<file path="src/datapath_consts.svh">
`ifndef DATAPATH_CONSTS_SVH
`define DATAPATH_CONSTS_SVH

// Width of one datapath word.
`define WORD_WIDTH 32

// General purpose registers R0 to R15.
`define REG_COUNT 16

// Word memory size; the address comes from the low MAR bits.
`define MEM_DEPTH 512

// Words the output port can hold while the sink is out of credit.
`define OUT_QUEUE_DEPTH 4

// Words the sink accepts before it must return credit.
`define SINK_CREDITS 2

`endif

</file>
<file path="src/datapathPkg.sv">
`default_nettype none

`include "datapath_consts.svh"

package datapathPkg;

	typedef logic [`WORD_WIDTH-1:0] word_t;

	// Z register holds a full product.
	typedef logic [2*`WORD_WIDTH-1:0] dword_t;

	// Codes not listed here pass Y through.
	typedef enum logic [4:0] {
		opAdd = 5'd3,
		opSub = 5'd4,
		opAnd = 5'd5,
		opOr  = 5'd6,
		opShr = 5'd7,
		opShl = 5'd9,
		opMul = 5'd14,
		opNeg = 5'd16,
		opNot = 5'd17
	} aluOp_t;

	typedef enum logic [3:0] {
		srcNone,
		srcReg,
		srcPc,
		srcY,
		srcHi,
		srcLo,
		srcZHigh,
		srcZLow,
		srcMdr,
		srcInPort,
		srcConst
	} busSrc_t;

endpackage

`default_nettype wire

</file>
<file path="src/registerFile.sv">
`timescale 1ns/1ps
`default_nettype none

`include "datapath_consts.svh"

module registerFile (
	input  logic                Clock,
	input  logic                rstN,
	input  logic                gra,
	input  logic                grb,
	input  logic                grc,
	input  logic                rIn,
	input  logic                rOut,
	input  logic                baOut,
	input  logic                pcIn,
	input  logic                irIn,
	input  datapathPkg::word_t  bus,
	output datapathPkg::word_t  regValue,
	output datapathPkg::word_t  pcValue,
	output datapathPkg::word_t  irValue
);

	localparam int selWidth = $clog2(`REG_COUNT);

	datapathPkg::word_t  regs [`REG_COUNT];
	datapathPkg::word_t  pcReg;
	datapathPkg::word_t  irReg;
	logic [selWidth-1:0] regSel;

	// IR fields: ra at 26:23, rb at 22:19, rc at 18:15.
	always_comb begin
		regSel = '0;
		if (gra) begin
			regSel = irReg[26 -: selWidth];
		end else if (grb) begin
			regSel = irReg[22 -: selWidth];
		end else if (grc) begin
			regSel = irReg[18 -: selWidth];
		end
	end

	// Base-address reads of R0 give zero.
	assign regValue = (baOut && regSel == '0) ? '0 : regs[regSel];
	assign pcValue = pcReg;
	assign irValue = irReg;

	always_ff @(posedge Clock or negedge rstN) begin
		if (!rstN) begin
			for (int i = 0; i < `REG_COUNT; i++) begin
				regs[i] <= '0;
			end
			pcReg <= '0;
			irReg <= '0;
		end else begin
			if (rIn) begin
				regs[regSel] <= bus;
			end
			if (pcIn) begin
				pcReg <= bus;
			end
			if (irIn) begin
				irReg <= bus;
			end
		end
	end

	selectOneHot: assert property (@(posedge Clock) disable iff (!rstN)
		(rIn || rOut) |-> $onehot0({gra, grb, grc}));

endmodule

`default_nettype wire

</file>
<file path="config.mk">
export PLATFORM = sky130hd
export DESIGN_NAME = registerFile
export DESIGN_NICKNAME = d
export VERILOG_FILES = /design/src/datapathPkg.sv /design/src/registerFile.sv
export VERILOG_INCLUDE_DIRS = /design/src
export SDC_FILE = /design/constraint.sdc
export NUM_CORES = 1
export LEC_CHECK = 0
export BUFFER_PORTS_ARGS = -buffer_cell sky130_fd_sc_hd__buf_2
export CORE_ASPECT_RATIO = 1.1
export CORE_UTILIZATION = 55
export DETAILED_ROUTE_END_ITERATION = 12
export GPL_TIMING_DRIVEN = 0
export PLACE_DENSITY = 0.76
export SETUP_SLACK_MARGIN = 0.5
export SYNTH_ARGS = -nofsm -noshare
export SYNTH_HDL_FRONTEND = slang
export SYNTH_SLANG_ARGS = --single-unit
</file>
<file path="constraint.sdc">
create_clock -name Clock -period 2.8 [get_ports Clock]
set_clock_uncertainty 0.2 [all_clocks]
set_input_delay 0.56 -clock Clock [delete_from_list [all_inputs] [get_ports Clock]]
set_output_delay 0.56 -clock Clock [all_outputs]
set_load 0.02 [all_outputs]
</file>
==> impl_metrics.csv <==
group,metric,value,unit
placement,pre_cts_slack,-1.23,ns
final_layout,drive_gt1_share,51.9,%
sta,slew_headroom,44.9,%
floorplan,io_pins,138,
sta,period_share,146,%
global_routing,antenna_found_initial,2,
synth,synth_commonest_cells,"dfrtp_1 (576), mux2_2 (555), nand2_1 (326)",
critical_path,cp.required,2.04,ns
global_routing,use_met2,56.9,%
sta,rsz0062_at_grt,"true",
detailed_routing,drc,0,
synth,synth_top_area_share,55.4,%
synth,synth-xor-area-share,0,%
detailed_routing,drt_iter0_markers,2101,
critical_path,path_class,"reg2out",
placement,portBuffers,134,
outcome,violations,"setup timing",
sta,hold_violations,0,
synth,yosysSeqAreaShare,55.4,%
clocking,clockRootBuffer,"clkbuf_16",
synth,yosysTopAreaCell,"dfrtp_1",
detailed_routing,post_drt_wl_per_cell,28.7,µm
synth,syn_inst,2168,
global_routing,overflow,0,
floorplan,start_util,55.7,%
synth,synthAdderAreaFrac,0,%
synth,yosys_warnings,0,
synth,synth_nets,2210,
power,p_leak,15.1,nW
synth,synthSimpleGateAreaFrac,6.16,%
synth,synth_mux_area_share,24.8,%
power,peakVddDrop,691,µV
global_routing,grt_pass1_vias,21200,
placement,gp_congestion,0.904,
synth,synth_top_family_by_area,"multiplexers",
placement,dpl.hpwl,51.6,mm
clocking,cts_buffers,59,
detailed_routing,antenna_left,0,
critical_path,cp-start-kind,"flip-flop",
critical_path,endpoint_kind,"output port",
global_routing,grt_pass1_wl,129,mm
sta,fin_ws,-1.28,ns
sta,maxSlewViolCount,0,
sta,tightest_slew,0.826,ns
sta,setup_viol,218,
floorplan,die_w,209,µm
floorplan,core,46700,µm²
clocking,worstSkewPairLatency,0.64,ns
sta,finalCriticalPeriod,4.08,ns
worst_hold_path,hold_class,"in2reg",
power,finalPower,0.0317,W
final_layout,nNetsFinal,2533,
detailed_routing,num_vias,20600,
clocking,h-tree-depth,2,
clocking,cts.reportedPaths.clkPinSlew,0.06,ns
synth,yosysMostFrequentCell,"dfrtp_1",
synth,synth_compound_area_share,10.4,%
synth,synth_edf_count,0,
outcome,status,"finished, violations left",
floorplan,dieArea,48200,µm²
synth,syn_area_per_cell,12.0,µm²
global_routing,grt_use_total,35.8,%
detailed_routing,via_per_inst,6.58,
synth,synthArstFlopShare,100,%
critical_path,cp_max_fo,6,
sta,fmaxAchievable,245,MHz
detailed_routing,drt_wl_total,90.2,mm
global_routing,met1_usage,44.4,%
floorplan,row_count,83,
synth,synth.ff_latch_count,576,
critical_path,arrival,3.32,ns
clocking,cts_tree,"done",
global_routing,grt.busiest_layer,"met2",
global_routing,gr-usage-met3,6.80,%
final_layout,syn_to_final_growth,33.9,%
job,drv_cap,0,
synth,synth_ff_type,"dfrtp_1",
floorplan,die_h,230,µm
global_routing,grt_max_degree,119,
synth,synth_cell_types,34,
synth,netlist_area,26000,µm²
detailed_routing,drtPass1Iterations,5,
clocking,clock_path_buffers,3,
power,powerDensity,911,nW/µm²
synth,synth_area_leaders,"dfrtp_1 (55%), mux2_2 (24%), a21oi_1 (5.6%)",
clocking,clkSinkCount,576,
[cell usage in the layout, fill, tap and decap left out, types with 7 or more instances in the layout]
cell type  netlist  final
a21oi_1        289    156
a21oi_2          0    111
a21oi_4          0     22
a22o_1          33     32
a22oi_2          0     32
a32o_1          31     22
a32o_2           0      9
buf_12           0     38
buf_16           0     22
buf_2           60    113
buf_4            2     61
buf_6            3     79
buf_8            0     24
bufinv_16        0      8
clkbuf_1       110     48
clkbuf_16        0     85
clkbuf_2         0     13
clkbuf_4         0     23
clkbuf_8         0     24
clkinv_2         0     13
dfrtp_1        576    575
mux2_1          19     13
mux2_2         555    456
mux2_4           0    105
nand2_1        326    316
nand2_2          0      7
nand3b_1        33     33
nor2_4           0     13
o221ai_2         0      7
o221ai_4         0     24
[flip-flops by register name, indices dropped and copies added (netlist names)]
signal and cells:
irValue 32, pcValue 32, regs 512
[worst paths after layout]
path	end	from	cells past startpoint	slack [ns]
worst max-delay path	regValue[15]	irValue[16]	11	-1.28
worst min-delay path	regs[238]	bus[14]	2	0.1
worst max register to register	regs[88]	irValue[15]	14	-0.17
worst min register to register	regs[122]	regs[122]	1	0.30
max in group asynchronous	regs[396]	rstN	5	0.47
min in group asynchronous	pcValue[30]	rstN	3	0.30
[stage by stage]
stage          hold WS, ns  std cells  util (%)  cell area [µm²]   TNS, ns
6_report            0.0980       3138      74.6            34800    -44.38
4_1_cts             0.0626       3105      72.6            33900    -27.26
2_1_floorplan       0.0644       2168         -            27200         0
3_5_place_dp         0.278       2902      61.6            28800   -235.21
5_1_grt             0.0948       3137      74.6            34800    -48.32
3_3_place_gp         0.268       2897      61.2            28600  -6208.21
[worst max-delay path: stages (launching register included)]
cell       delay [ns]
dfrtp_1          0.39
and3b_2          0.23
o21a_4           0.25
buf_12           0.15
clkbuf_16        0.17
clkbuf_16        0.17
buf_6            0.11
a21oi_2          0.13
nand2_2          0.07
a22oi_2          0.59
o221ai_4         0.21
buf_6            0.18
[where the power goes]
group	total (W)	switching, W	internal, W	leakage [nW]
Clock	0.00857	0.00350	0.00507	1.04
Combinational	0.00952	0.00451	0.00501	7.02
Sequential	0.0136	0.00213	0.0115	7.02
Total	0.0317	0.0101	0.0216	15.1
[layer usage]
metal	part of all wire, %	vias up
li1	-	8384
met1	37	10600
met2	47	1214
met3	8.3	402
met4	7.6	2
met5	0.012	-
[kinds of logic after synthesis]
kind of cell    after synthesis
compound gates              436
simple gates                386
buf+inv                     196
flops                       576
mux                         574
[area by class of cell]
class	instances	area (µm²)
Clock inverter	29	379
Multi-Input combinational cell	1396	12700
Tap cell	595	744
Timing Repair Buffer	262	2800
Buffer	191	2040
Fill cell	2689	11900
Sequential cell	576	14400
Inverter	5	18.8
Clock buffer	82	1730
Antenna cell	2	5.00
[repair_timing]
item                                    CTS  global route
gates cloned                             27             4
gates resized for setup                 492           173
endpoints found under the hold margin    45             0
endpoints found under the setup margin  540           660
pin swaps                                80            72
setup buffers                            63            27
hold buffers                              2             0
Power figures use the tool's default switching activity.
