### src/datapath_consts.svh
`ifndef DATAPATH_CONSTS_SVH
`define DATAPATH_CONSTS_SVH

// Width of one datapath word.
`define WORD_WIDTH 32

// General purpose registers R0 to R15.
`define REG_COUNT 16

// Word memory size; the address comes from the low MAR bits.
`define MEM_DEPTH 512

// Words the output port can hold while the sink is out of credit.
`define OUT_QUEUE_DEPTH 4

// Words the sink accepts before it must return credit.
`define SINK_CREDITS 2

`endif

### src/datapathPkg.sv
`default_nettype none

`include "datapath_consts.svh"

package datapathPkg;

	typedef logic [`WORD_WIDTH-1:0] word_t;

	// Z register holds a full product.
	typedef logic [2*`WORD_WIDTH-1:0] dword_t;

	// Codes not listed here pass Y through.
	typedef enum logic [4:0] {
		opAdd = 5'd3,
		opSub = 5'd4,
		opAnd = 5'd5,
		opOr  = 5'd6,
		opShr = 5'd7,
		opShl = 5'd9,
		opMul = 5'd14,
		opNeg = 5'd16,
		opNot = 5'd17
	} aluOp_t;

	typedef enum logic [3:0] {
		srcNone,
		srcReg,
		srcPc,
		srcY,
		srcHi,
		srcLo,
		srcZHigh,
		srcZLow,
		srcMdr,
		srcInPort,
		srcConst
	} busSrc_t;

endpackage

`default_nettype wire

### src/aluUnit.sv
`timescale 1ns/1ps
`default_nettype none

`include "datapath_consts.svh"

module aluUnit (
	input  logic                 Clock,
	input  logic                 rstN,
	input  logic                 yIn,
	input  logic                 zIn,
	input  logic                 hiIn,
	input  logic                 loIn,
	input  logic                 incPc,
	input  datapathPkg::aluOp_t  opcode,
	input  datapathPkg::word_t   bus,
	output datapathPkg::word_t   yValue,
	output datapathPkg::word_t   zHigh,
	output datapathPkg::word_t   zLow,
	output datapathPkg::word_t   hiValue,
	output datapathPkg::word_t   loValue
);

	localparam int shiftWidth = $clog2(`WORD_WIDTH);

	datapathPkg::word_t           yReg;
	datapathPkg::word_t           hiReg;
	datapathPkg::word_t           loReg;
	datapathPkg::dword_t          zReg;
	datapathPkg::dword_t          zNext;
	datapathPkg::word_t           lowResult;
	logic signed [2*`WORD_WIDTH-1:0] product;
	logic [shiftWidth-1:0]        shiftAmount;

	assign shiftAmount = bus[shiftWidth-1:0];
	assign product = $signed(yReg) * $signed(bus);

	always_comb begin
		case (opcode)
			datapathPkg::opAdd: lowResult = yReg + bus;
			datapathPkg::opSub: lowResult = yReg - bus;
			datapathPkg::opAnd: lowResult = yReg & bus;
			datapathPkg::opOr:  lowResult = yReg | bus;
			datapathPkg::opShr: lowResult = yReg >> shiftAmount;
			datapathPkg::opShl: lowResult = yReg << shiftAmount;
			datapathPkg::opNeg: lowResult = -bus;
			datapathPkg::opNot: lowResult = ~bus;
			default:            lowResult = yReg;
		endcase
	end

	// PC increment overrides the opcode.
	always_comb begin
		if (incPc) begin
			zNext = {{`WORD_WIDTH{1'b0}}, datapathPkg::word_t'(bus + 1'b1)};
		end else if (opcode == datapathPkg::opMul) begin
			zNext = datapathPkg::dword_t'(product);
		end else begin
			zNext = {{`WORD_WIDTH{1'b0}}, lowResult};
		end
	end

	always_ff @(posedge Clock or negedge rstN) begin
		if (!rstN) begin
			yReg <= '0;
			hiReg <= '0;
			loReg <= '0;
			zReg <= '0;
		end else begin
			if (yIn) begin
				yReg <= bus;
			end
			if (hiIn) begin
				hiReg <= bus;
			end
			if (loIn) begin
				loReg <= bus;
			end
			if (zIn) begin
				zReg <= zNext;
			end
		end
	end

	assign yValue = yReg;
	assign hiValue = hiReg;
	assign loValue = loReg;
	assign zHigh = zReg[2*`WORD_WIDTH-1:`WORD_WIDTH];
	assign zLow = zReg[`WORD_WIDTH-1:0];

endmodule

`default_nettype wire

### config.mk
export PLATFORM = sky130hd
export DESIGN_NAME = aluUnit
export DESIGN_NICKNAME = d
export VERILOG_FILES = /design/src/datapathPkg.sv /design/src/aluUnit.sv
export VERILOG_INCLUDE_DIRS = /design/src
export SDC_FILE = /design/constraint.sdc
export NUM_CORES = 2
export LEC_CHECK = 0
export BUFFER_PORTS_ARGS = -buffer_cell sky130_fd_sc_hd__buf_2
export CAP_MARGIN = 20
export CORE_ASPECT_RATIO = 0.8
export CORE_UTILIZATION = 63
export CTS_CLUSTER_DIAMETER = 120
export DETAILED_ROUTE_END_ITERATION = 7
export PLACE_DENSITY = 0.83
export SLEW_MARGIN = 20
export SYNTH_ARGS = -nofsm -noshare
export SYNTH_HDL_FRONTEND = slang
export SYNTH_SLANG_ARGS = --single-unit
### constraint.sdc
create_clock -name Clock -period 24.9 [get_ports Clock]
set_clock_uncertainty 0.05 [all_clocks]
set_input_delay 4.98 -clock Clock [delete_from_list [all_inputs] [get_ports Clock]]
set_output_delay 4.98 -clock Clock [all_outputs]
set_load 0.01 [all_outputs]
==> run summary <==
Global routing finished with a remaining overflow of 0. The root buffer cell chosen for the clock tree is clkbuf_16. For this design, the slowest cell found on the critical path is clkinv_1. The setup TNS was 0 ns; the unique cell type count in the Yosys netlist was 90.

The fraction of registers with async set/reset was 1.00; the area of the core was 77,800 sq um. The run gives 80,400 sq um as the floorplan die area. Yosys printed 0 warnings. From synthesis to final layout, the design area changed by 5.02%.

The wire length per cell came out at 29.0 um. Leaving out fill and tap cells, the most frequent cell in the layout is fa_1. The number of nets in the synthesized netlist is 6,982.

The tool flagged a number of max-cap violations equal to 0. Number of hold-repair buffers added at the cts stage: 0. During placement, the flow inserted port buffers numbering 203.

In this run the cell area of the synthesized design comes to 49,900 sq um. The clock latency of the later-clocked register in the worst-skew pair is 0.52 ns, and the final-report hold violation count is 0. In the layout the commonest cells are 1,084 x fa_1, 998 x inv_1, 716 x nor2_1, 639 x nand2_1, 282 x ha_1. After floorplanning, the core was divided into 91 placement rows. The detail-routed via count per cell works out to 6.66.

Entering global routing, the biggest net connects 67 pins. The worst path needs 13.92 ns of the cycle, external delays included. After the last flow step, the layout net total stands at 6,978. The violation count after the first detailed-routing iteration is 6,065, and the final max-slew violation count is 0. Die boundary width: 317 um. The quantity of gates resized following cts was 0. The path class of the tightest hold or removal check is flop to flop. The final worst slack came out at 10.98 ns.

In this run the worst path has a maximum fanout of 22. The largest single stage delay on the critical path is 0.95 ns. The first detailed-routing pass ran for 7 iterations. Relative max-transition margin: 0.194. The category of the critical setup timing path is input pin to flop. The global-route usage over all layers is 0.488. For the worst setup path, the data arrival time is 14.27 ns. After clock tree synthesis, the setup repair step added 0 buffers. The starting density of the core was 0.642.

In the synthesized netlist, the number of instances is 5,572. For the number of antenna violations at the first check in global routing, the log shows 8. Setup violations remaining at the end of the flow were counted as 0. TritonCTS built the clock tree. The first global-routing pass estimated 283,000 um of wire. After legalization and detailed placement, the total HPWL measured 144,000 um. The longest clock path from root to sink contains 2 buffers.

The tools report the post-placement setup slack as 10.55 ns. In this run, CTS created clock tree buffers numbering 17. At the end of routability-driven placement, the weighted congestion stood at 1.07. The run gives 0 as the residual DRC count. The proportion of synthesized chip area in sequential cells was 0.0802. The final period utilization is 0.559, and the highest attainable clock frequency is 0.0718 GHz. The number of global-route vias before repair was 45,500. The number of H-tree levels came out at 4.

The fraction of layout instances using a drive strength above 1 is 0.0980, and the wire length after detailed routing is 192,000 um. The run finished with clean final reports. After clock tree synthesis, the clock-pin slew on the worst setup and hold paths is 0.09 ns. The detail route stage leaves a number of antenna-violating nets equal to 0. The worst endpoint required time was 25.26 ns; the via count was 44,000.

During I/O placement, the number of pins put on the boundary was 204. The average cell area after synthesis was 8.96 sq um. The library cell appearing most often on the critical path was fa_1. The worst setup path is captured at a flop.

STA classifies the critical path startpoint as an input pin. At the pin with the least slew margin, the transition time is 1.20 ns. The commonest register cell after synthesis was dfrtp_1.

Measured along the y axis, the die boundary spans 254 um. Counting the fill cells in the layout gives 6,101. Setup repair after global routing left no endpoint under its margin. The post-synthesis sequential element count came out at 160. The tree built by TritonCTS fans out to 160 sinks.

Counting flops with a built-in enable in the synthesized netlist gives 0.
[worst paths after layout]
path | start | end | slack (ns) | cells past startpoint
min reg2reg | zReg[32] | zReg[32] | 0.45 | 1
min | zReg[32] | zReg[32] | 0.45 | 1
min in group asynchronous | rstN | zReg[15] | 4.27 | 1
max in group asynchronous | rstN | yValue[16] | 19.18 | 2
max | bus[8] | zReg[60] | 10.98 | 25
max reg2reg | yValue[10] | zReg[60] | 14.62 | 23
[cell type report]
cell class                 instances  area [sq um]  share of cell area
antenna                            2          5.00           0.0000955
sequential                       160          4020              0.0767
inverter                        1034          3880              0.0740
clock buffer                      18           439             0.00838
multi-input combinational       4032         40700               0.776
tap                             1023          1280              0.0244
clock inverter                    14           160             0.00306
timing repair buffer             323          1940              0.0369
[flip-flops by register name, summed over array words and instances, names as in the netlist]
register	cells
zReg	64
hiValue	32
loValue	32
yValue	32
[cell usage after synthesis, types with 51 or more instances]
| cell | instances | area, sq um |
|---|---|---|
| clkbuf_1 | 234 | 878 |
| o21ai_0 | 165 | 826 |
| fa_1 | 1084 | 21700 |
| buf_1 | 82 | 308 |
| mux2_2 | 69 | 777 |
| inv_1 | 999 | 3750 |
| mux4_2 | 64 | 1440 |
| ha_1 | 282 | 3530 |
| nand2_1 | 639 | 2400 |
| a21o_1 | 55 | 413 |
| a21oi_1 | 195 | 976 |
| dfrtp_1 | 160 | 4000 |
| nor2_1 | 718 | 2700 |
| xnor2_1 | 103 | 902 |
| nand3_1 | 51 | 255 |
[stage by stage]
stage	utilization	instance area, sq um	instances	hold slack [ns]
after CTS	0.674	52400	6604	0.455
after global routing	0.674	52400	6604	0.470
after floorplan	-	49900	5572	0.468
final	0.674	52400	6606	0.454
after global placement	0.666	51800	6571	0.429
after detailed placement	0.666	51800	6572	0.430
[routing by layer]
layer	up-vias	track usage	part of all wire
li1	17500	-	-
met5	-	0	0.00042
met1	21900	0.626	0.34
met4	12	0.320	0.079
met2	3708	0.685	0.41
met3	883	0.193	0.17
[kinds of logic (layout without fill, tap and decap cells)]
group,after synthesis,in the layout,share of synthesized area
DFF,160,160,0.0802
xor gates and xnor gates,138,138,0.0242
muxes,169,169,0.0517
other,0,2,0
buffers and inverters,1380,1389,0.105
and+or+nand+nor,1582,1582,0.129
adders and majority gates,1366,1366,0.505
AOI/OAI and AO/OA,777,777,0.104
[worst max-delay path, delay by kind of cell]
kind | cells | cell delay [ns]
AND/OR/NAND/NOR | 3 | 0.88
XOR/XNOR | 1 | 0.16
adder cells (fa/ha/maj) | 9 | 4.37
AO/OA/AOI/OAI | 7 | 2.36
buffers and inverters | 5 | 1.49
Power is left out: the tool's default activity adds up to more than one toggle a clock period on the data nets, which glitch-free logic cannot reach.
