## config.mk

```make
export PLATFORM = sky130hd
export DESIGN_NAME = outPortLink
export DESIGN_NICKNAME = d
export VERILOG_FILES = /design/src/datapathPkg.sv /design/src/outPortLink.sv
export VERILOG_INCLUDE_DIRS = /design/src
export SDC_FILE = /design/constraint.sdc
export NUM_CORES = 1
export LEC_CHECK = 0
export BUFFER_PORTS_ARGS = -buffer_cell sky130_fd_sc_hd__buf_4
export CAP_MARGIN = 20
export CORE_ASPECT_RATIO = 1.75
export CORE_MARGIN = 5
export CORE_UTILIZATION = 60
export DETAILED_ROUTE_END_ITERATION = 7
export PLACE_DENSITY = 0.85
export SLEW_MARGIN = 20
export SYNTH_ARGS = -nofsm -noshare
export SYNTH_HDL_FRONTEND = slang
export SYNTH_SLANG_ARGS = --single-unit
```

## constraint.sdc

```tcl
create_clock -name Clock -period 3.4 [get_ports Clock]
set_input_delay 0.51 -clock Clock [delete_from_list [all_inputs] [get_ports Clock]]
set_output_delay 0.51 -clock Clock [all_outputs]
set_load 0.05 [all_outputs]
```

## src/datapath_consts.svh

```systemverilog
`ifndef DATAPATH_CONSTS_SVH
`define DATAPATH_CONSTS_SVH

// Width of one datapath word.
`define WORD_WIDTH 32

// General purpose registers R0 to R15.
`define REG_COUNT 16

// Word memory size; the address comes from the low MAR bits.
`define MEM_DEPTH 512

// Words the output port can hold while the sink is out of credit.
`define OUT_QUEUE_DEPTH 4

// Words the sink accepts before it must return credit.
`define SINK_CREDITS 2

`endif

```

## src/datapathPkg.sv

```systemverilog
`default_nettype none

`include "datapath_consts.svh"

package datapathPkg;

	typedef logic [`WORD_WIDTH-1:0] word_t;

	// Z register holds a full product.
	typedef logic [2*`WORD_WIDTH-1:0] dword_t;

	// Codes not listed here pass Y through.
	typedef enum logic [4:0] {
		opAdd = 5'd3,
		opSub = 5'd4,
		opAnd = 5'd5,
		opOr  = 5'd6,
		opShr = 5'd7,
		opShl = 5'd9,
		opMul = 5'd14,
		opNeg = 5'd16,
		opNot = 5'd17
	} aluOp_t;

	typedef enum logic [3:0] {
		srcNone,
		srcReg,
		srcPc,
		srcY,
		srcHi,
		srcLo,
		srcZHigh,
		srcZLow,
		srcMdr,
		srcInPort,
		srcConst
	} busSrc_t;

endpackage

`default_nettype wire

```

## src/outPortLink.sv

```systemverilog
`timescale 1ns/1ps
`default_nettype none

`include "datapath_consts.svh"

module outPortLink (
	input  logic                Clock,
	input  logic                rstN,
	input  logic                outPortIn,
	input  logic                inPortIn,
	input  logic                creditReturn,
	input  datapathPkg::word_t  bus,
	input  datapathPkg::word_t  inPortData,
	output datapathPkg::word_t  inPortValue,
	output datapathPkg::word_t  outData,
	output logic                outValid,
	output logic                outFull
);

	localparam int ptrWidth = $clog2(`OUT_QUEUE_DEPTH);
	localparam int countWidth = $clog2(`OUT_QUEUE_DEPTH + 1);
	localparam int creditWidth = $clog2(`SINK_CREDITS + 1);

	datapathPkg::word_t     queue [`OUT_QUEUE_DEPTH];
	datapathPkg::word_t     inPortReg;
	logic [ptrWidth-1:0]    headPtr;
	logic [ptrWidth-1:0]    tailPtr;
	logic [countWidth-1:0]  count;
	logic [creditWidth-1:0] credits;
	logic                   push;
	logic                   pop;

	assign outFull = (count == countWidth'(`OUT_QUEUE_DEPTH));
	assign outValid = (count != '0) && (credits != '0);
	assign outData = queue[headPtr];
	assign pop = outValid;
	assign push = outPortIn && !outFull;
	assign inPortValue = inPortReg;

	always_ff @(posedge Clock or negedge rstN) begin
		if (!rstN) begin
			inPortReg <= '0;
		end else if (inPortIn) begin
			inPortReg <= inPortData;
		end
	end

	always_ff @(posedge Clock or negedge rstN) begin
		if (!rstN) begin
			for (int i = 0; i < `OUT_QUEUE_DEPTH; i++) begin
				queue[i] <= '0;
			end
			headPtr <= '0;
			tailPtr <= '0;
			count <= '0;
		end else begin
			if (push) begin
				queue[tailPtr] <= bus;
				tailPtr <= (tailPtr == ptrWidth'(`OUT_QUEUE_DEPTH - 1)) ? '0 : tailPtr + 1'b1;
			end
			if (pop) begin
				headPtr <= (headPtr == ptrWidth'(`OUT_QUEUE_DEPTH - 1)) ? '0 : headPtr + 1'b1;
			end
			if (push && !pop) begin
				count <= count + 1'b1;
			end else if (pop && !push) begin
				count <= count - 1'b1;
			end
		end
	end

	// One credit leaves with each word, one comes back per return pulse.
	always_ff @(posedge Clock or negedge rstN) begin
		if (!rstN) begin
			credits <= creditWidth'(`SINK_CREDITS);
		end else if (pop && !creditReturn) begin
			credits <= credits - 1'b1;
		end else if (creditReturn && !pop) begin
			credits <= credits + 1'b1;
		end
	end

	creditBound: assert property (@(posedge Clock) disable iff (!rstN)
		credits <= creditWidth'(`SINK_CREDITS));

	noPushWhenFull: assert property (@(posedge Clock) disable iff (!rstN)
		!(outPortIn && outFull));

endmodule

`default_nettype wire

```

==> results.txt, run 1 <==
----------------------------------------------------
[Outcome]
  Result of the run ... finished, final reports clean

[Synth]
  Area leader, netlist ... dfrtp_1
  Post-synthesis cell count ... 424
  Top cell type's share of synthesized area ... 0.5794
  Count of cell types in the netlist ... 19
  Post-synthesis sequential element count ... 169
  Summed instance area of the synthesized netlist ... 0.007256 mm2
  Post-synthesis sequential area ratio ... 0.5830
  Synth warn ... 0
  Per-instance average area after synthesis ... 17.11 um2
  Main area contributors after synthesis ... dfrtp_1 (58%), mux2_2 (25%), mux4_2 (9.9%), buf_6 (1.9%), ha_1 (1.2%)
  Synthesized Nets ... 501

[Worst setup path]
  Cells on worst reg2reg path ... 6
  Worst setup SP type ... flip-flop
  Critical path destination ... outData[15]
  Cell class contributing the biggest share of worst-path delay ... flip-flops
  Maximum fanout encountered on the critical timing path ... 17
  Critical Path Sink Type ... output port
  Critical Path RT ... 2890 ps
  Most repeated library cell on the critical path ... buf_4
  Reg2reg setup slack ... 1060 ps
  CP max-delay cell ... dfrtp_2
  Delay of the slowest cell on the worst path ... 690 ps
  Kind of critical path ... flip-flop to output port
  Levels on crit path ... 3
  Worst Path Arrival ... 2190 ps
  CP startpoint ... headPtr[0]
  Worst r2r src ... count[0]
  Worst Path Buf+Inv ... 2
  Crit-path cells ... buf_4, mux4_2, buf_4
  Critical R2R Capture ... count[1]

[Job]
  Maximum Capacitance Violations ... 0

[Timing]
  RSZ-0062 raised after global routing ... no
  Setup Viol. Count Final ... 0
  Worst Clk Skew ... 11.02 ps
  Number of max-slew violations in the final report ... 0
  Final critical-path share of the clock period ... 0.7930
  Post-layout minimum cycle time ... 2696 ps
  Post-route worst hold slack ... 133.1 ps
  Relative slew margins ... 0.5302
  Final Hold Violating Endpoints ... 0
  Fmax ... 0.3709 GHz
  Total negative setup slack ... 0 ps
  Worst-margin pin slew ... 704.7 ps

[Finish]
  Growth of design area from synthesis to finish ... 23.83%
  Area of the multi-input gates ... 0.002846 mm2
  Sequential cell area ... 0.004232 mm2
  Most common cell after layout, fill and taps aside ... dfrtp_1
  Net count of the finished layout ... 640
  Leading cell types in the layout, fill and taps excluded ... dfrtp_1 (167), mux2_2 (164), buf_4 (142), mux4_2 (32), clkbuf_16 (17)
  Number of inserted diodes ... 0
  Design Area, Final ... 0.008985 mm2
  Fill cells ... 745
  Fraction of layout cells with a size suffix above 1 ... 0.6563

[Global route]
  Global-route wire length before repair ... 24040 um
  Overall overflow remaining after global route ... 0
  Vias in the first global route ... 4750
  Total Routing Usage GR ... 0.2171
  Pin count of the biggest net entering global routing ... 79
  Number of antenna violations at the first check in global routing ... 0

[Clock network]
  Total number of clock tree sinks ... 169
  Number of buffers inserted by hold repair at cts ... 0
  Clock-pin slew of the registers on the worst-case setup and hold paths ... 70 ps
  Max clock buf depth ... 2
  Count of cells resized by post-cts repair ... 0
  Maximum level of the CTS H-tree ... 4
  CTS Root Buffer Type ... clkbuf_16
  CTS tree ... yes
  Inserted Clock Buffers ... 17
  Latest clock arrival within the worst-skew pair ... 410 ps
  Number of setup buffers added after CTS ... 0

[Power]
  Worst vdd ir ... 0.6405 mV
  Leakage power figure ... 3.969 nW
  Cell area power density ... 1153 mW/mm2

[Floorplanning]
  Die extent in x ... 93.13 um
  Die area ... 0.01448 mm2
  Initial cell density of the core ... 0.6079
  Area of the core region ... 0.01194 mm2
  I/O Pins ... 135
  Die height ... 155.5 um
  Number of placement rows ... 53

[Drt]
  Detailed-router iteration count before antenna repair ... 4
  DR vias/cell ... 5.708
  Routed vias ... 4070
  Antenna-violating nets left ... 0
  Number of DRC violations after detailed-routing iteration 0 ... 121
  Average routed wire per standard cell ... 20.57 um
  Routed Wire Length ... 14670 um
  # DRC ... 0

[Placed design]
  HPWL after detailed placement ... 10040 um
  Number of buffer cells added on primary ports ... 134
  Weighted congestion reported at the end of routability-driven placement ... 0.7586
  Post-Place Cell Area ... 0.008366 mm2

[Worst hold path]
  Worst hold path type ... primary input to async pin

----------------------------------------------------
layer usage:
metal / track usage / share of wire / vias to the layer above
met1: 0.2526 / 0.37 / 2096
met3: 0.05177 / 0.044 / 32
met4: 0.08246 / 0.026 / 0
li1: - / - / 1825
met5: 0 / 0 / -
met2: 0.3854 / 0.56 / 117
through the flow:
stage | power [W] | worst slack [ps] | cells | utilization
finish | 0.01036 | 703.9 | 713 | 0.7527
global route | 0.01089 | 529.4 | 713 | 0.7527
CTS | 0.01047 | 634.2 | 713 | 0.7527
detailed placement | 0.008456 | 1065 | 681 | 0.7008
global placement | 0.008259 | 1081 | 681 | 0.7008
floorplan | 0.007130 | 1063 | 424 | -
synth_stat cells:
library cell and count:
dfrtp_1 168, mux2_2 164, mux4_2 32, buf_6 12, buf_2 8, ha_1 7
nor2_1 7, inv_1 5, clkbuf_1 4, nand2_1 4, xnor2_1 3, xor2_1 3
a21o_1 1, and2b_1 1, dfstp_2 1, fa_1 1, nor3_1 1, nor3b_4 1
o32ai_1 1
logic make-up after synthesis:
| group | after synthesis | synth area share |
|---|---|---|
| muxes | 196 | 0.3539 |
| AOI/OAI and AO/OA | 2 | 0.002242 |
| xor gates and xnor gates | 6 | 0.007244 |
| buffers and inverters | 29 | 0.02880 |
| adders and majority gates | 8 | 0.01483 |
| and+or+nand+nor | 14 | 0.01000 |
| DFF | 169 | 0.5830 |
state kept, by name, indices dropped and copies added, names as in the netlist:
name,flops
headPtr,2
inPortValue,32
credits,2
count,3
queue,128
tailPtr,2
layout make-up:
| cell class | instances | share of cell area |
|---|---|---|
| Sequential cell | 169 | 0.4710 |
| Multi-Input combinational cell | 226 | 0.3168 |
| Timing Repair Buffer | 144 | 0.1221 |
| Clock buffer | 20 | 0.05083 |
| Tap cell | 137 | 0.01908 |
| Clock inverter | 12 | 0.01810 |
| Inverter | 5 | 0.002089 |
worst min path at each step:
stage	depth (start not counted)	from	slack, ps	end
2_1_floorplan	0	rstN	210	count[0]
3_3_place_gp	1	queue[35]	480	queue[35]
3_5_place_dp	1	queue[48]	490	queue[48]
4_1_cts	1	rstN	140	inPortValue[21]
5_1_grt	1	rstN	160	inPortValue[25]
6_report	1	rstN	130	inPortValue[28]
report_power, final:
part	leakage, nW	switching (W)	internal, W
logic	1.67	0.00268	0.00221
registers	2.00	0.000593	0.00291
clock network	0.298	0.000767	0.00121
worst register-to-register path: cells and delay by family, from the launching register on:
family / cells / cell delay (ps)
buf+inv: 1 / 70
simple gates: 2 / 800
fa+ha+maj: 2 / 620
mux: 1 / 270
flops: 1 / 460
Power figures use the tool's default switching activity.
==> inputs of run 2 (changes only) <==
CORE_UTILIZATION = 55   (was 60)
PLACE_DENSITY = 0.79   (was 0.85)
clock period = 2.7 ns   (was 3.4 ns; I/O delays follow)
==> results.txt, run 2 (synthesis results as in run 1) <==
----------------------------------------------------
[Outcome]
  Result of the run ... finished with violations
  Violated checks ... hold timing

[Job]
  Maximum Capacitance Violations ... 0

[Timing]
  RSZ-0062 raised after global routing ... no
  Worst-margin pin slew ... 891.5 ps
  Post-route worst hold slack ... -27.99 ps
  Total negative setup slack ... 0 ps
  Worst Clk Skew ... 9.532 ps
  Setup Viol. Count Final ... 0
  Post-layout minimum cycle time ... 2426 ps
  Final critical-path share of the clock period ... 0.8986
  Relative slew margins ... 0.4057
  Final Hold Violating Endpoints ... 7
  Fmax ... 0.4122 GHz
  Number of max-slew violations in the final report ... 0

[Clock network]
  Clock-pin slew of the registers on the worst-case setup and hold paths ... 70 ps
  Latest clock arrival within the worst-skew pair ... 410 ps
  Count of cells resized by post-cts repair ... 0
  CTS tree ... yes
  Max clock buf depth ... 2
  Total number of clock tree sinks ... 169
  Maximum level of the CTS H-tree ... 4
  CTS Root Buffer Type ... clkbuf_16
  Inserted Clock Buffers ... 17
  Number of buffers inserted by hold repair at cts ... 0
  Number of setup buffers added after CTS ... 0

[Finish]
  Most common cell after layout, fill and taps aside ... dfrtp_1
  Area of the multi-input gates ... 0.002846 mm2
  Leading cell types in the layout, fill and taps excluded ... dfrtp_1 (166), mux2_2 (164), buf_4 (143), mux4_2 (32), clkbuf_16 (17)
  Sequential cell area ... 0.004233 mm2
  Design Area, Final ... 0.009070 mm2
  Final core utilization ... 0.7011
  Fill cells ... 926
  Net count of the finished layout ... 644
  Fraction of layout cells with a size suffix above 1 ... 0.6615
  Max FFs per register ... 128
  Growth of design area from synthesis to finish ... 25.00%
  Number of inserted diodes ... 0
  Register with the highest flop count ... queue

[Drt]
  Routed Wire Length ... 14510 um
  Average routed wire per standard cell ... 19.34 um
  Detailed-router iteration count before antenna repair ... 4
  # DRC ... 0
  Number of DRC violations after detailed-routing iteration 0 ... 72
  Routed vias ... 4144
  DR vias/cell ... 5.525
  Antenna-violating nets left ... 0

[Floorplanning]
  Area of the core region ... 0.01294 mm2
  Die extent in x ... 96.83 um
  Die area ... 0.01568 mm2
  Die height ... 161.9 um
  I/O Pins ... 135
  Number of placement rows ... 55
  Initial cell density of the core ... 0.5608

[Worst setup path]
  Worst setup SP type ... flip-flop
  Critical Path Sink Type ... output port
  Kind of critical path ... flip-flop to output port
  Worst Path Arrival ... 2020 ps
  Critical Path RT ... 2300 ps
  Maximum fanout encountered on the critical timing path ... 34

[Placed design]
  Post-Place Cell Area ... 0.008477 mm2
  Number of buffer cells added on primary ports ... 134
  HPWL after detailed placement ... 10120 um
  Weighted congestion reported at the end of routability-driven placement ... 0.7296

[Global route]
  Met2 usage in global routing ... 0.3528
  Most Crowded Layer GR ... met2
  Pin count of the biggest net entering global routing ... 73
  Total Routing Usage GR ... 0.1964
  Overall overflow remaining after global route ... 0
  Global-route wire length before repair ... 24530 um
  Number of antenna violations at the first check in global routing ... 0
  GRT met3 Usage ... 0.05716
  Vias in the first global route ... 4841
  Met1 routing resource usage after global routing ... 0.2284

[Worst hold path]
  Worst hold path type ... primary input to async pin

[Power]
  Relative contribution of sequential cells to total power ... 0.337
  Switching share of power ... 0.3905
  Leakage power figure ... 3.985 nW
  Cell area power density ... 1432 mW/mm2
  Combinational group share of total power ... 0.478
  Internal power contribution ... 0.007917 W
  Total Power ... 0.01299 W
  P_sw ... 0.005072 W
  Clock share of power ... 0.185
  Worst vdd ir ... 0.8039 mV

----------------------------------------------------
[run 2: changes by cell type in the layout (fill, tap and decap cells not counted)]
| cell | before | now |
|---|---|---|
| buf_4 | 142 | 143 |
| dfrtp_1 | 167 | 166 |
| dfrtp_2 | 1 | 2 |
| clkbuf_1 | 1 | 0 |
| bufinv_16 | 3 | 2 |
| buf_12 | 1 | 4 |
| clkinvlp_4 | 2 | 3 |
[run 2: cell type report]
type,count,share of cell area
clock buffers,19,0.04994
clock inverters,12,0.01545
inverters,5,0.002069
multi-input cells,226,0.3138
flip-flops and latches,169,0.4667
well taps,171,0.02359
repair buffers,148,0.1284
[run 2: worst paths after layout]
| check | startpoint | endpoint | slack [ps] | depth (start not counted) |
|---|---|---|---|---|
| max | headPtr[1] | outData[9] | 270 | 2 |
| min | rstN | queue[125] | -30 | 1 |
| max reg2reg | count[0] | count[2] | 610 | 7 |
| min reg2reg | queue[52] | queue[52] | 500 | 1 |
| max in group asynchronous | rstN | queue[120] | 1850 | 2 |
| min in group Clock | inPortData[21] | inPortValue[21] | 220 | 2 |
[run 2: worst max-delay path: stages (launching register included)]
cell,delay (ps)
dfrtp_2,950
mux4_2,440
buf_4,210
[run 2: power by group through the flow]
stage          combinational, W  sequential, W  clock [W]
4_1_cts                 0.00631        0.00439    0.00246
3_5_place_dp            0.00629        0.00443          0
3_3_place_gp            0.00615        0.00432          0
5_1_grt                 0.00656        0.00452    0.00256
2_1_floorplan           0.00473        0.00425          0
6_report                0.00621        0.00438    0.00240
[run 2: per-stage QoR]
stage          instances  worst slack [ps]
2_1_floorplan        424             363.1
5_1_grt              750             224.0
3_3_place_gp         719             699.4
3_5_place_dp         719             608.5
6_report             750             273.7
4_1_cts              750             221.8
[run 2: metal layers]
metal | wire length [um] | vias to the layer above
met1 | 5593 | 2201
met2 | 7978 | 107
met3 | 784 | 11
li1 | - | 1825
met4 | 151 | 0
met5 | 0 | -
