[src/datapath_consts.svh]
`ifndef DATAPATH_CONSTS_SVH
`define DATAPATH_CONSTS_SVH

// Width of one datapath word.
`define WORD_WIDTH 32

// General purpose registers R0 to R15.
`define REG_COUNT 16

// Word memory size; the address comes from the low MAR bits.
`define MEM_DEPTH 512

// Words the output port can hold while the sink is out of credit.
`define OUT_QUEUE_DEPTH 4

// Words the sink accepts before it must return credit.
`define SINK_CREDITS 2

`endif

[src/datapathPkg.sv]
`default_nettype none

`include "datapath_consts.svh"

package datapathPkg;

	typedef logic [`WORD_WIDTH-1:0] word_t;

	// Z register holds a full product.
	typedef logic [2*`WORD_WIDTH-1:0] dword_t;

	// Codes not listed here pass Y through.
	typedef enum logic [4:0] {
		opAdd = 5'd3,
		opSub = 5'd4,
		opAnd = 5'd5,
		opOr  = 5'd6,
		opShr = 5'd7,
		opShl = 5'd9,
		opMul = 5'd14,
		opNeg = 5'd16,
		opNot = 5'd17
	} aluOp_t;

	typedef enum logic [3:0] {
		srcNone,
		srcReg,
		srcPc,
		srcY,
		srcHi,
		srcLo,
		srcZHigh,
		srcZLow,
		srcMdr,
		srcInPort,
		srcConst
	} busSrc_t;

endpackage

`default_nettype wire

[src/busDriver.sv]
`timescale 1ns/1ps
`default_nettype none

`include "datapath_consts.svh"

module busDriver (
	input  logic                Clock,
	input  logic                rstN,
	input  logic                rOut,
	input  logic                baOut,
	input  logic                pcOut,
	input  logic                yOut,
	input  logic                hiOut,
	input  logic                loOut,
	input  logic                zHighOut,
	input  logic                zLowOut,
	input  logic                mdrOut,
	input  logic                inPortOut,
	input  logic                cOut,
	input  datapathPkg::word_t  regValue,
	input  datapathPkg::word_t  pcValue,
	input  datapathPkg::word_t  irValue,
	input  datapathPkg::word_t  yValue,
	input  datapathPkg::word_t  hiValue,
	input  datapathPkg::word_t  loValue,
	input  datapathPkg::word_t  zHigh,
	input  datapathPkg::word_t  zLow,
	input  datapathPkg::word_t  mdrValue,
	input  datapathPkg::word_t  inPortValue,
	output datapathPkg::word_t  bus
);

	localparam int constWidth = 19;

	datapathPkg::busSrc_t busSrc;
	datapathPkg::word_t   constValue;

	// Sign-extended immediate from the low IR bits.
	assign constValue = {{(`WORD_WIDTH-constWidth){irValue[constWidth-1]}},
		irValue[constWidth-1:0]};

	always_comb begin
		busSrc = datapathPkg::srcNone;
		if (rOut || baOut) begin
			busSrc = datapathPkg::srcReg;
		end else if (pcOut) begin
			busSrc = datapathPkg::srcPc;
		end else if (yOut) begin
			busSrc = datapathPkg::srcY;
		end else if (hiOut) begin
			busSrc = datapathPkg::srcHi;
		end else if (loOut) begin
			busSrc = datapathPkg::srcLo;
		end else if (zHighOut) begin
			busSrc = datapathPkg::srcZHigh;
		end else if (zLowOut) begin
			busSrc = datapathPkg::srcZLow;
		end else if (mdrOut) begin
			busSrc = datapathPkg::srcMdr;
		end else if (inPortOut) begin
			busSrc = datapathPkg::srcInPort;
		end else if (cOut) begin
			busSrc = datapathPkg::srcConst;
		end
	end

	always_comb begin
		case (busSrc)
			datapathPkg::srcReg:    bus = regValue;
			datapathPkg::srcPc:     bus = pcValue;
			datapathPkg::srcY:      bus = yValue;
			datapathPkg::srcHi:     bus = hiValue;
			datapathPkg::srcLo:     bus = loValue;
			datapathPkg::srcZHigh:  bus = zHigh;
			datapathPkg::srcZLow:   bus = zLow;
			datapathPkg::srcMdr:    bus = mdrValue;
			datapathPkg::srcInPort: bus = inPortValue;
			datapathPkg::srcConst:  bus = constValue;
			default:                bus = '0;
		endcase
	end

	// A second driver would be silently lost to the priority above.
	singleDriver: assert property (@(posedge Clock) disable iff (!rstN)
		$onehot0({rOut, baOut, pcOut, yOut, hiOut, loOut, zHighOut, zLowOut,
			mdrOut, inPortOut, cOut}));

endmodule

`default_nettype wire

[config.mk]
export PLATFORM = sky130hd
export DESIGN_NAME = busDriver
export DESIGN_NICKNAME = d
export VERILOG_FILES = /design/src/datapathPkg.sv /design/src/busDriver.sv
export VERILOG_INCLUDE_DIRS = /design/src
export SDC_FILE = /design/constraint.sdc
export NUM_CORES = 1
export LEC_CHECK = 0
export BUFFER_PORTS_ARGS = -buffer_cell sky130_fd_sc_hd__buf_2
export CORE_AREA = 2 2 142 144
export DETAILED_ROUTE_END_ITERATION = 8
export DIE_AREA = 0 0 144 146
export GPL_ROUTABILITY_DRIVEN = 0
export SLEW_MARGIN = 20
export SYNTH_ARGS = -nofsm -noshare
export SYNTH_HDL_FRONTEND = slang
export SYNTH_SLANG_ARGS = --single-unit
[constraint.sdc]
create_clock -name vclk -period 1.95
set_input_delay 0.0975 -clock vclk [all_inputs]
set_output_delay 0.0975 -clock vclk [all_outputs]
set_load 0.005 [all_outputs]
==> results of run 1 <==
==> cell usage in the layout (no fill, tap or decap), types with 3 or more instances in the layout <==
master,n
a211o_1,19
a21boi_1,6
a21oi_1,8
a21oi_2,6
a221o_1,14
a221oi_1,22
a221oi_2,3
a221oi_4,3
a222oi_1,10
a22o_1,8
a22oi_1,22
a32oi_1,5
and4_1,3
buf_12,16
buf_2,348
buf_4,42
buf_6,13
mux2_2,9
mux2i_1,31
nand2_1,17
nand3_1,10
nor2_1,10
nor2b_1,3
o211ai_1,32
o21ai_0,3
o22a_1,3
==> what timing repair did <==
item	CTS	global route
gates cloned	1	2
setup buffers	7	10
endpoints found under the setup margin	31	32
pin swaps	19	24
gates resized for setup	36	35
==> tightest hold or removal path: stages <==
cell	delay, ps
buf_2	80
a211o_1	100
buf_2	100
==> per-layer routing <==
layer	global-route usage (%)	routed length, um	part of all wire (%)
met1	22.3	8350	43
met2	29.1	9510	48
met3	1.48	1490	7.6
met4	2.16	295	1.5
met5	0	0	0
==> worst min path at each step <==
stage,from,end,slack (ps),cells after the start
finish,mdrValue[1],bus[1],470,3
global route,mdrValue[1],bus[1],490,3
CTS,mdrValue[1],bus[1],470,3
detailed placement,mdrValue[1],bus[1],470,3
global placement,mdrValue[1],bus[1],470,3
floorplan,mdrValue[1],bus[1],300,1
==> final cells by class <==
class | instances | area share, %
inverter | 2 | 0.138
multi-input combinational | 289 | 45.8
timing repair buffer | 423 | 47.9
antenna | 1 | 0.0460
tap | 265 | 6.09
==> cell families after synthesis <==
family | count (synthesis)
multiplexers | 40
buffers and inverters | 42
AND/OR/NAND/NOR | 65
AO/OA/AOI/OAI | 184
==> per-stage QoR <==
step | utilization [%] | power, mW
2_1_floorplan | - | 0.409
3_3_place_gp | 25.7 | 1.01
3_5_place_dp | 25.7 | 1.02
4_1_cts | 26.9 | 1.05
5_1_grt | 28.1 | 1.17
6_report | 28.1 | 1.09
==> power breakdown <==
group	internal (mW)	switching [mW]	total [mW]	leakage, nW
clock network	0.0000000686	0	0.0000000686	0.00000634
registers	0	0	0	0
logic	0.593	0.500	1.09	2.63
total	0.593	0.500	1.09	2.63
==> metrics.md, run 1 <==
| Metric | Value |
|---|---|
| IO buf count | 350 |
| Leakage Power | 2.63 nW |
| Max_cap viols | 0 |
| Routed via count | 4804 |
| # IOs | 365 |
| First-pass GRT wire length | 26500 um |
| Final HPWL DP | 16300 um |
| WP depth | 10 |
| Largest net degree at the start of global routing | 44 |
| Pre-CTS WS | -267 ps |
| Starting density of the core | 12.6% |
| Compound-Gate Fraction of Synth Area | 61.8% |
| Mapped Area | 0.00244 mm2 |
| Core region area | 0.0193 mm2 |
| Number of distinct library cells after synthesis | 48 |
| Max Slew Vio Count | 0 |
| Drt drc | 0 |
| PD cells | 201 mW/mm2 |
| RSZ-0062 raised after global routing | yes |
| Nets | 1049 |
| Vias in the first global route | 4620 |
| Adder-cell share of the synthesized area | 0% |
| DR iter-0 viols | 439 |
| Crit path DAT | 1970 ps |
| Clkbuf count | 0 |
| Remaining antenna violation count | 0 |
| Maximum vdd ir drop | 0.107 mV |
| Design area | 0.00544 mm2 |
| Area leader, netlist | mux2i_1 |
| CP delay by family, top | buffers and inverters |
| Cell with the most instances after synthesis | o211ai_1 |
| Critical setup path kind | in2out |
| Post-Layout Cell Count | 980 |
| Startpoint Class | input port |
| HP Class | in2out |
| Crit-path cells | buf_6, or4_4, a2111oi_4, buf_6, buf_12, buf_8, a221o_1, a21oi_2, o211ai_1, buf_2 |
| Setup ws final | -121 ps |
| CP endpoint | bus[20] |
| Largest stage delay, worst path | 560 ps |
| Final Setup Violations | 22 |
| Sequential area share after synthesis | 0% |
| CP startpoint | yOut |
| Die footprint | 0.0210 mm2 |
| Crit end category | primary output |
| Hold WS | 468 ps |
| Top post-synthesis cells by count | 32 x o211ai_1, 31 x mux2i_1, 27 x a221oi_1 |
| Seq Cell Count | 0 |
| CP Buf/Inv Count | 5 |
| Avg WL per Cell | 20.0 um |
| Slew @ Worst Pin | 675 ps |
| Setup TNS | -1060 ps |
| Placed cells | 962 |
| Total track usage | 16.5% |
| Fin. Hold Viols | 0 |
| Simple-Gate Fraction of Synth Area | 14.0% |
| Post-DR vias/cell | 4.90 |
| Total iterations of the first detailed-routing run | 5 |
| Row Count | 51 |
| Yosys warns | 0 |
| Period utilization | 106% |
| Max Clock Freq | 0.483 GHz |
| Post-Syn Instances | 331 |
| Remaining global-route overflow | 0 |
| Share of cells above drive strength 1 | 66.0% |
| Syn Nets | 664 |
| Drt total wl | 19600 um |
| Fin crit period | 2070 ps |
| Crit Path Max Fanout | 5 |
| CP required | 1850 ps |
| Die X | 144 um |
| Post-Synth XOR/XNOR Area | 0% |
| Layout area overhead | 123% |
| Slew headroom | 54.9% |
| Sequential cell area | 0 um2 |
| Mux share of post-synthesis cell area | 16.9% |
| FILL cells | 2181 |
| Failing checks | negative setup slack |
| Hold_buf cts | 0 |
| Main combinational cell family by area after synthesis | compound AO/OA/AOI/OAI gates |
| Largest cells by area after synthesis | mux2i_1 13%, o211ai_1 9.9%, a221oi_1 9.7%, a22oi_1 7.1%, a211o_1 6.8% |
| Area of the multi-input gates | 0.00249 mm2 |
| Mean Syn Cell Area | 7.36 um2 |
| Synth top area share | 12.7% |
| Placed inst area | 0.00498 mm2 |
| Initial antenna violation count | 2 |
| Slowest library cell on the worst path | or4_4 |
| Die height | 146 um |
| Status | complete, but fails checks |
| Top cell by count, worst path | buf_6 |
Power figures use the tool's default switching activity.
==> inputs of run 2 (changes only) <==
--- a/config.mk
+++ b/config.mk
@@ -11,6 +11,7 @@
 export DETAILED_ROUTE_END_ITERATION = 8
 export DIE_AREA = 0 0 144 146
 export GPL_ROUTABILITY_DRIVEN = 0
+export REMOVE_ABC_BUFFERS = 1
 export SLEW_MARGIN = 20
 export SYNTH_ARGS = -nofsm -noshare
 export SYNTH_HDL_FRONTEND = slang
==> metrics.md, run 2 (synthesized netlist as in run 1, its figures left out) <==
| Metric | Value |
|---|---|
| Status | complete, but fails checks |
| Failing checks | negative setup slack |
| Maximum vdd ir drop | 0.107 mV (-0.34%) |
| Remaining antenna violation count | 0 (unchanged) |
| Setup TNS | -234 ps (+822 ps) |
| First-pass GRT wire length | 26200 um (-1.1%) |
| Largest stage delay, worst path | 590 ps (+30 ps) |
| Final Setup Violations | 8 (-64%) |
| Most common cell after layout, fill and taps aside | buf_2 |
| Hold_buf cts | 0 (unchanged) |
| IO buf count | 350 (unchanged) |
| Core region area | 0.0193 mm2 (unchanged) |
| Crit end category | primary output |
| WP depth | 9 (-1) |
| Setup ws final | -54.0 ps (+67.3 ps) |
| Drt total wl | 19900 um (+1.3%) |
| Hold WS | 494 ps (+25.6 ps) |
| Post-DR vias/cell | 4.87 (-0.65%) |
| Final HPWL DP | 15700 um (-3.6%) |
| Max_cap viols | 0 (unchanged) |
| Sequential cell area | 0 um2 (unchanged) |
| Total iterations of the first detailed-routing run | 7 (+2) |
| Largest net degree at the start of global routing | 35 (-20%) |
| Design area | 0.00540 mm2 (-0.83%) |
| Startpoint Class | input port |
| Routed via count | 4763 (-0.85%) |
| Die height | 146 um (unchanged) |
| Nets | 1048 (-0.095%) |
| Max Clock Freq | 0.499 GHz (+3.4%) |
| Row Count | 51 (unchanged) |
| HP Class | in2out |
| Layout area overhead | 121% |
| DR iter-0 viols | 394 (-10%) |
| Seq Cell Count | 0 (unchanged) |
| Critical setup path kind | in2out |
| CP Buf/Inv Count | 4 (-1) |
| Placed inst area | 0.00494 mm2 (-0.80%) |
| Starting density of the core | 12.6% (unchanged) |
| RSZ-0062 raised after global routing | yes |
| PD cells | 199 mW/mm2 (-0.85%) |
| Slew @ Worst Pin | 564 ps (-110 ps) |
| Area of the multi-input gates | 0.00245 mm2 (-1.6%) |
| Clkbuf count | 0 (unchanged) |
| CP required | 1850 ps (about the same) |
| Fin. Hold Viols | 0 (unchanged) |
| Most frequent cells in the layout | 347 x buf_2, 46 x buf_4, 32 x o211ai_1, 31 x mux2i_1, 22 x a22oi_1 |
| Share of cells above drive strength 1 | 65.9% (about the same) |
| Period utilization | 103% (-3.5 points) |
| Total track usage | 16.2% (-0.26 points) |
| CP startpoint | baOut |
| Pre-CTS WS | -244 ps (+23.9 ps) |
| Max Slew Vio Count | 0 (unchanged) |
| Pwr Total | 1.07 mW (-1.7%) |
| # IOs | 365 (unchanged) |
| Die X | 144 um (unchanged) |
| CP delay by family, top | simple AND/OR/NAND/NOR gates |
| Ant diodes | 0 (-1) |
| Vias in the first global route | 4592 (-0.61%) |
| Slowest library cell on the worst path | or4_4 |
| Die footprint | 0.0210 mm2 (unchanged) |
| Crit-path cells | buf_6, or4_4, buf_12, nor4_4, buf_4, a22oi_2, o32a_1, nand4_1, buf_2 |
| Remaining global-route overflow | 0 (unchanged) |
| Fin crit period | 2000 ps (-67.3 ps) |
| Avg WL per Cell | 20.3 um (+1.5%) |
| FILL cells | 2152 (-1.3%) |
| Crit path DAT | 1910 ps (-60 ps) |
| Crit Path Max Fanout | 4 (-1) |
| Slew headroom | 62.2% (+7.4 points) |
| Initial antenna violation count | 2 (unchanged) |
| CP endpoint | bus[2] |
| Leakage Power | 2.62 nW (-0.69%) |
| Drt drc | 0 (unchanged) |
[run 2: tightest hold or removal path, delay by kind of cell]
family | cells | cell delay, ps
AOI/OAI and AO/OA | 2 | 100
buffers and inverters | 2 | 190
[run 2: repair_timing]
item                       4_1_cts  5_1_grt
gates cloned                     1        4
setup endpoints to repair       32       32
pin swaps                        9       21
gates resized for setup         30       38
setup buffers                    7        7
[run 2: area by class of cell]
type,count,share of cell area [%]
Timing Repair Buffer,422,48.2
Inverter,2,0.139
Multi-Input combinational cell,289,45.5
Tap cell,265,6.15
[run 2: stage by stage]
stage / std cells / util, %
detailed placement: 961 / 25.5
global placement: 961 / 25.5
global route: 978 / 27.9
CTS: 969 / 26.6
floorplan: 291 / -
finish: 978 / 27.9
[run 2: power by group]
part	internal [mW]	switching, mW	total (mW)
combinational	0.586	0.488	1.07
clock	0	0	0
sequential	0	0	0
[run 2: worst min-delay path by stage]
stage | slack [ps] | endpoint | cells after the start | from
5_1_grt | 510 | bus[20] | 4 | mdrValue[20]
2_1_floorplan | 300 | bus[1] | 1 | mdrValue[1]
3_3_place_gp | 500 | bus[24] | 4 | mdrValue[24]
3_5_place_dp | 500 | bus[20] | 4 | mdrValue[20]
6_report | 490 | bus[23] | 4 | mdrValue[23]
4_1_cts | 500 | bus[20] | 4 | mdrValue[20]
[run 2: layer usage]
layer / share of wire (%) / global-route usage (%)
met4: 0.76 / 1.52
met5: 0.060 / 0
met2: 50 / 30.2
met3: 9.0 / 2.17
met1: 40 / 20.4
==> inputs of run 3 (changes only) <==
--- a/config.mk
+++ b/config.mk
@@ -6,10 +6,11 @@
 export SDC_FILE = /design/constraint.sdc
 export NUM_CORES = 1
 export LEC_CHECK = 0
+export ABC_AREA = 0
 export BUFFER_PORTS_ARGS = -buffer_cell sky130_fd_sc_hd__buf_2
-export CORE_AREA = 2 2 142 144
+export CORE_AREA = 3 3 143 145
 export DETAILED_ROUTE_END_ITERATION = 8
-export DIE_AREA = 0 0 144 146
+export DIE_AREA = 0 0 146 148
 export GPL_ROUTABILITY_DRIVEN = 0
 export REMOVE_ABC_BUFFERS = 1
 export SLEW_MARGIN = 20
==> metrics.md, run 3 (synthesized netlist as in run 1, its figures left out) <==
| Metric | Value |
|---|---|
| Remaining global-route overflow | 0 (unchanged) |
| Slew headroom | 66.4% (+4.2 points) |
| Final Setup Violations | 4 (-4) |
| Switching share of power | 44.9% (-0.57 points) |
| Post-DR vias/cell | 4.85 (-0.43%) |
| M1 wire length | 7910 um (-0.26%) |
| Hold EP | bus[1] |
| Max_cap viols | 0 (unchanged) |
| Pre-CTS WS | -309 ps (-65.3 ps) |
| # IOs | 365 (unchanged) |
| Design area | 0.00536 mm2 (-0.65%) |
| Vias in the first global route | 4656 (+1.4%) |
| Area of the multi-input gates | 0.00246 mm2 (+0.46%) |
| Crit path DAT | 1880 ps (-30 ps) |
| Most common cell after layout, fill and taps aside | buf_2 |
| Hold WS | 489 ps (-4.41 ps) |
| Sequential cell area | 0 um2 (unchanged) |
| Largest net degree at the start of global routing | 36 (+2.9%) |
| CP required | 1850 ps (about the same) |
| Routed via count | 4752 (-0.23%) |
| Logic pwr share | 100.0% (about the same) |
| Remaining antenna violation count | 0 (unchanged) |
| Max Clock Freq | 0.505 GHz (+1.1%) |
| Die height | 148 um (+1.4%) |
| IO buf count | 350 (unchanged) |
| Core region area | 0.0193 mm2 (unchanged) |
| Hold Path Stages | 3 (-1) |
| Drt total wl | 19300 um (-2.9%) |
| Net Sw Power | 0.490 mW (+0.41%) |
| Total iterations of the first detailed-routing run | 8 (+1) |
| Max Slew Vio Count | 0 (unchanged) |
| PD cells | 204 mW/mm2 (+2.4%) |
| Slew @ Worst Pin | 504 ps (-60.7 ps) |
| Status | complete, but fails checks |
| Fin. Hold Viols | 0 (unchanged) |
| Maximum vdd ir drop | 0.102 mV (-4.4%) |
| Initial antenna violation count | 0 (-2) |
| Drt drc | 0 (unchanged) |
| Critical setup path kind | in2out |
| Layout area overhead | 120% |
| Crit Path Max Fanout | 5 (+1) |
| Seq Cell Count | 0 (unchanged) |
| Seq pwr share | 0% (unchanged) |
| Share of cells above drive strength 1 | 66.3% (+0.38 points) |
| Hold_buf cts | 0 (unchanged) |
| HP Class | in2out |
| Die X | 146 um (+1.4%) |
| Internal | 0.602 mW (+2.8%) |
| Failing checks | negative setup slack |
| Row Count | 51 (unchanged) |
| Die footprint | 0.0216 mm2 (+2.8%) |
| Nets | 1050 (+0.19%) |
| FILL cells | 2111 (-1.9%) |
| Avg WL per Cell | 19.7 um (-3.1%) |
| DR iter-0 viols | 388 (-1.5%) |
| Period utilization | 102% (-1.1 points) |
| Starting density of the core | 12.6% (unchanged) |
| Fin crit period | 1980 ps (-22.4 ps) |
| RSZ-0062 raised after global routing | yes |
| Clock power frac | 0% (unchanged) |
| Setup ws final | -31.6 ps (+22.4 ps) |
| First-pass GRT wire length | 26800 um (+2.3%) |
| Placed inst area | 0.00491 mm2 (-0.66%) |
| Most frequent cells in the layout | 345 x buf_2, 53 x buf_4, 32 x o211ai_1, 26 x mux2i_1, 26 x a221oi_1 |
| Pwr Total | 1.09 mW (+1.7%) |
| CP startpoint | rOut |
| Clkbuf count | 0 (unchanged) |
| Final HPWL DP | 15700 um (-0.36%) |
| Ant diodes | 0 (unchanged) |
| Met3 Wirelength | 1550 um (-13%) |
| Startpoint Class | input port |
| Total track usage | 15.5% (-0.71 points) |
| Leakage Power | 2.59 nW (-1.1%) |
| Crit end category | primary output |
| Hold Startpoint | mdrValue[1] |
| Top sig layer | met4 |
| Met2 routed WL | 9640 um (-3.8%) |
==> run 3: cell count changes in the layout (fill, tap and decap cells not counted), moves of 3 or more <==
| cell | before | now |
|---|---|---|
| a21oi_2 | 4 | 8 |
| a21oi_1 | 11 | 8 |
| a221oi_2 | 9 | 1 |
| buf_6 | 8 | 11 |
| and4_4 | 3 | 0 |
| buf_12 | 17 | 10 |
| buf_4 | 46 | 53 |
| mux2i_2 | 0 | 3 |
| a221oi_1 | 18 | 26 |
| mux2i_1 | 31 | 26 |
==> run 3: how the worst max path moves through the flow <==
stage                    to  slack, ps
floorplan            bus[0]      -1340
detailed placement  bus[16]       -310
global route        bus[19]       -100
finish              bus[16]        -30
CTS                 bus[10]       -190
global placement    bus[16]       -310
==> run 3: worst max-delay path, cell delays in order <==
cell	delay (ps)
buf_6	90
or4_4	590
buf_6	150
a21o_1	180
a21boi_4	180
a21oi_1	260
o211ai_1	170
buf_2	160
==> run 3: area by class of cell <==
class              count  area share [%]
inverters              2           0.140
multi-input cells    289            46.0
well taps            265            6.19
repair buffers       424            47.7
==> run 3: metal layers <==
| metal | global-route usage [%] | vias up |
|---|---|---|
| met5 | 0 | - |
| met4 | 1.88 | 0 |
| met3 | 2.48 | 23 |
| met2 | 28.2 | 306 |
| met1 | 20.0 | 2206 |
| li1 | - | 2217 |
==> run 3: timing repair <==
| action | 4_1_cts | 5_1_grt |
|---|---|---|
| setup endpoints to repair | 31 | 31 |
| resized for setup | 13 | 61 |
| hold endpoints to repair | 0 | 0 |
| pin swaps | 12 | 35 |
| cloned | 1 | 2 |
| setup buffers | 4 | 12 |
==> run 3: power by group through the flow <==
stage,Combinational (mW),Sequential (mW),Clock (mW)
2_1_floorplan,0.388,0,0
3_3_place_gp,1.00,0,0
3_5_place_dp,1.01,0,0
4_1_cts,1.02,0,0
5_1_grt,1.18,0,0
6_report,1.09,0,0
==> run 3: metrics by stage <==
step / instances / setup TNS, ps / utilization [%]
4_1_cts: 970 / -3800 / 26.0
5_1_grt: 980 / -1800 / 27.7
6_report: 980 / -88.9 / 27.7
3_3_place_gp: 965 / -5310 / 25.4
3_5_place_dp: 965 / -5830 / 25.4
2_1_floorplan: 291 / -40890 / -
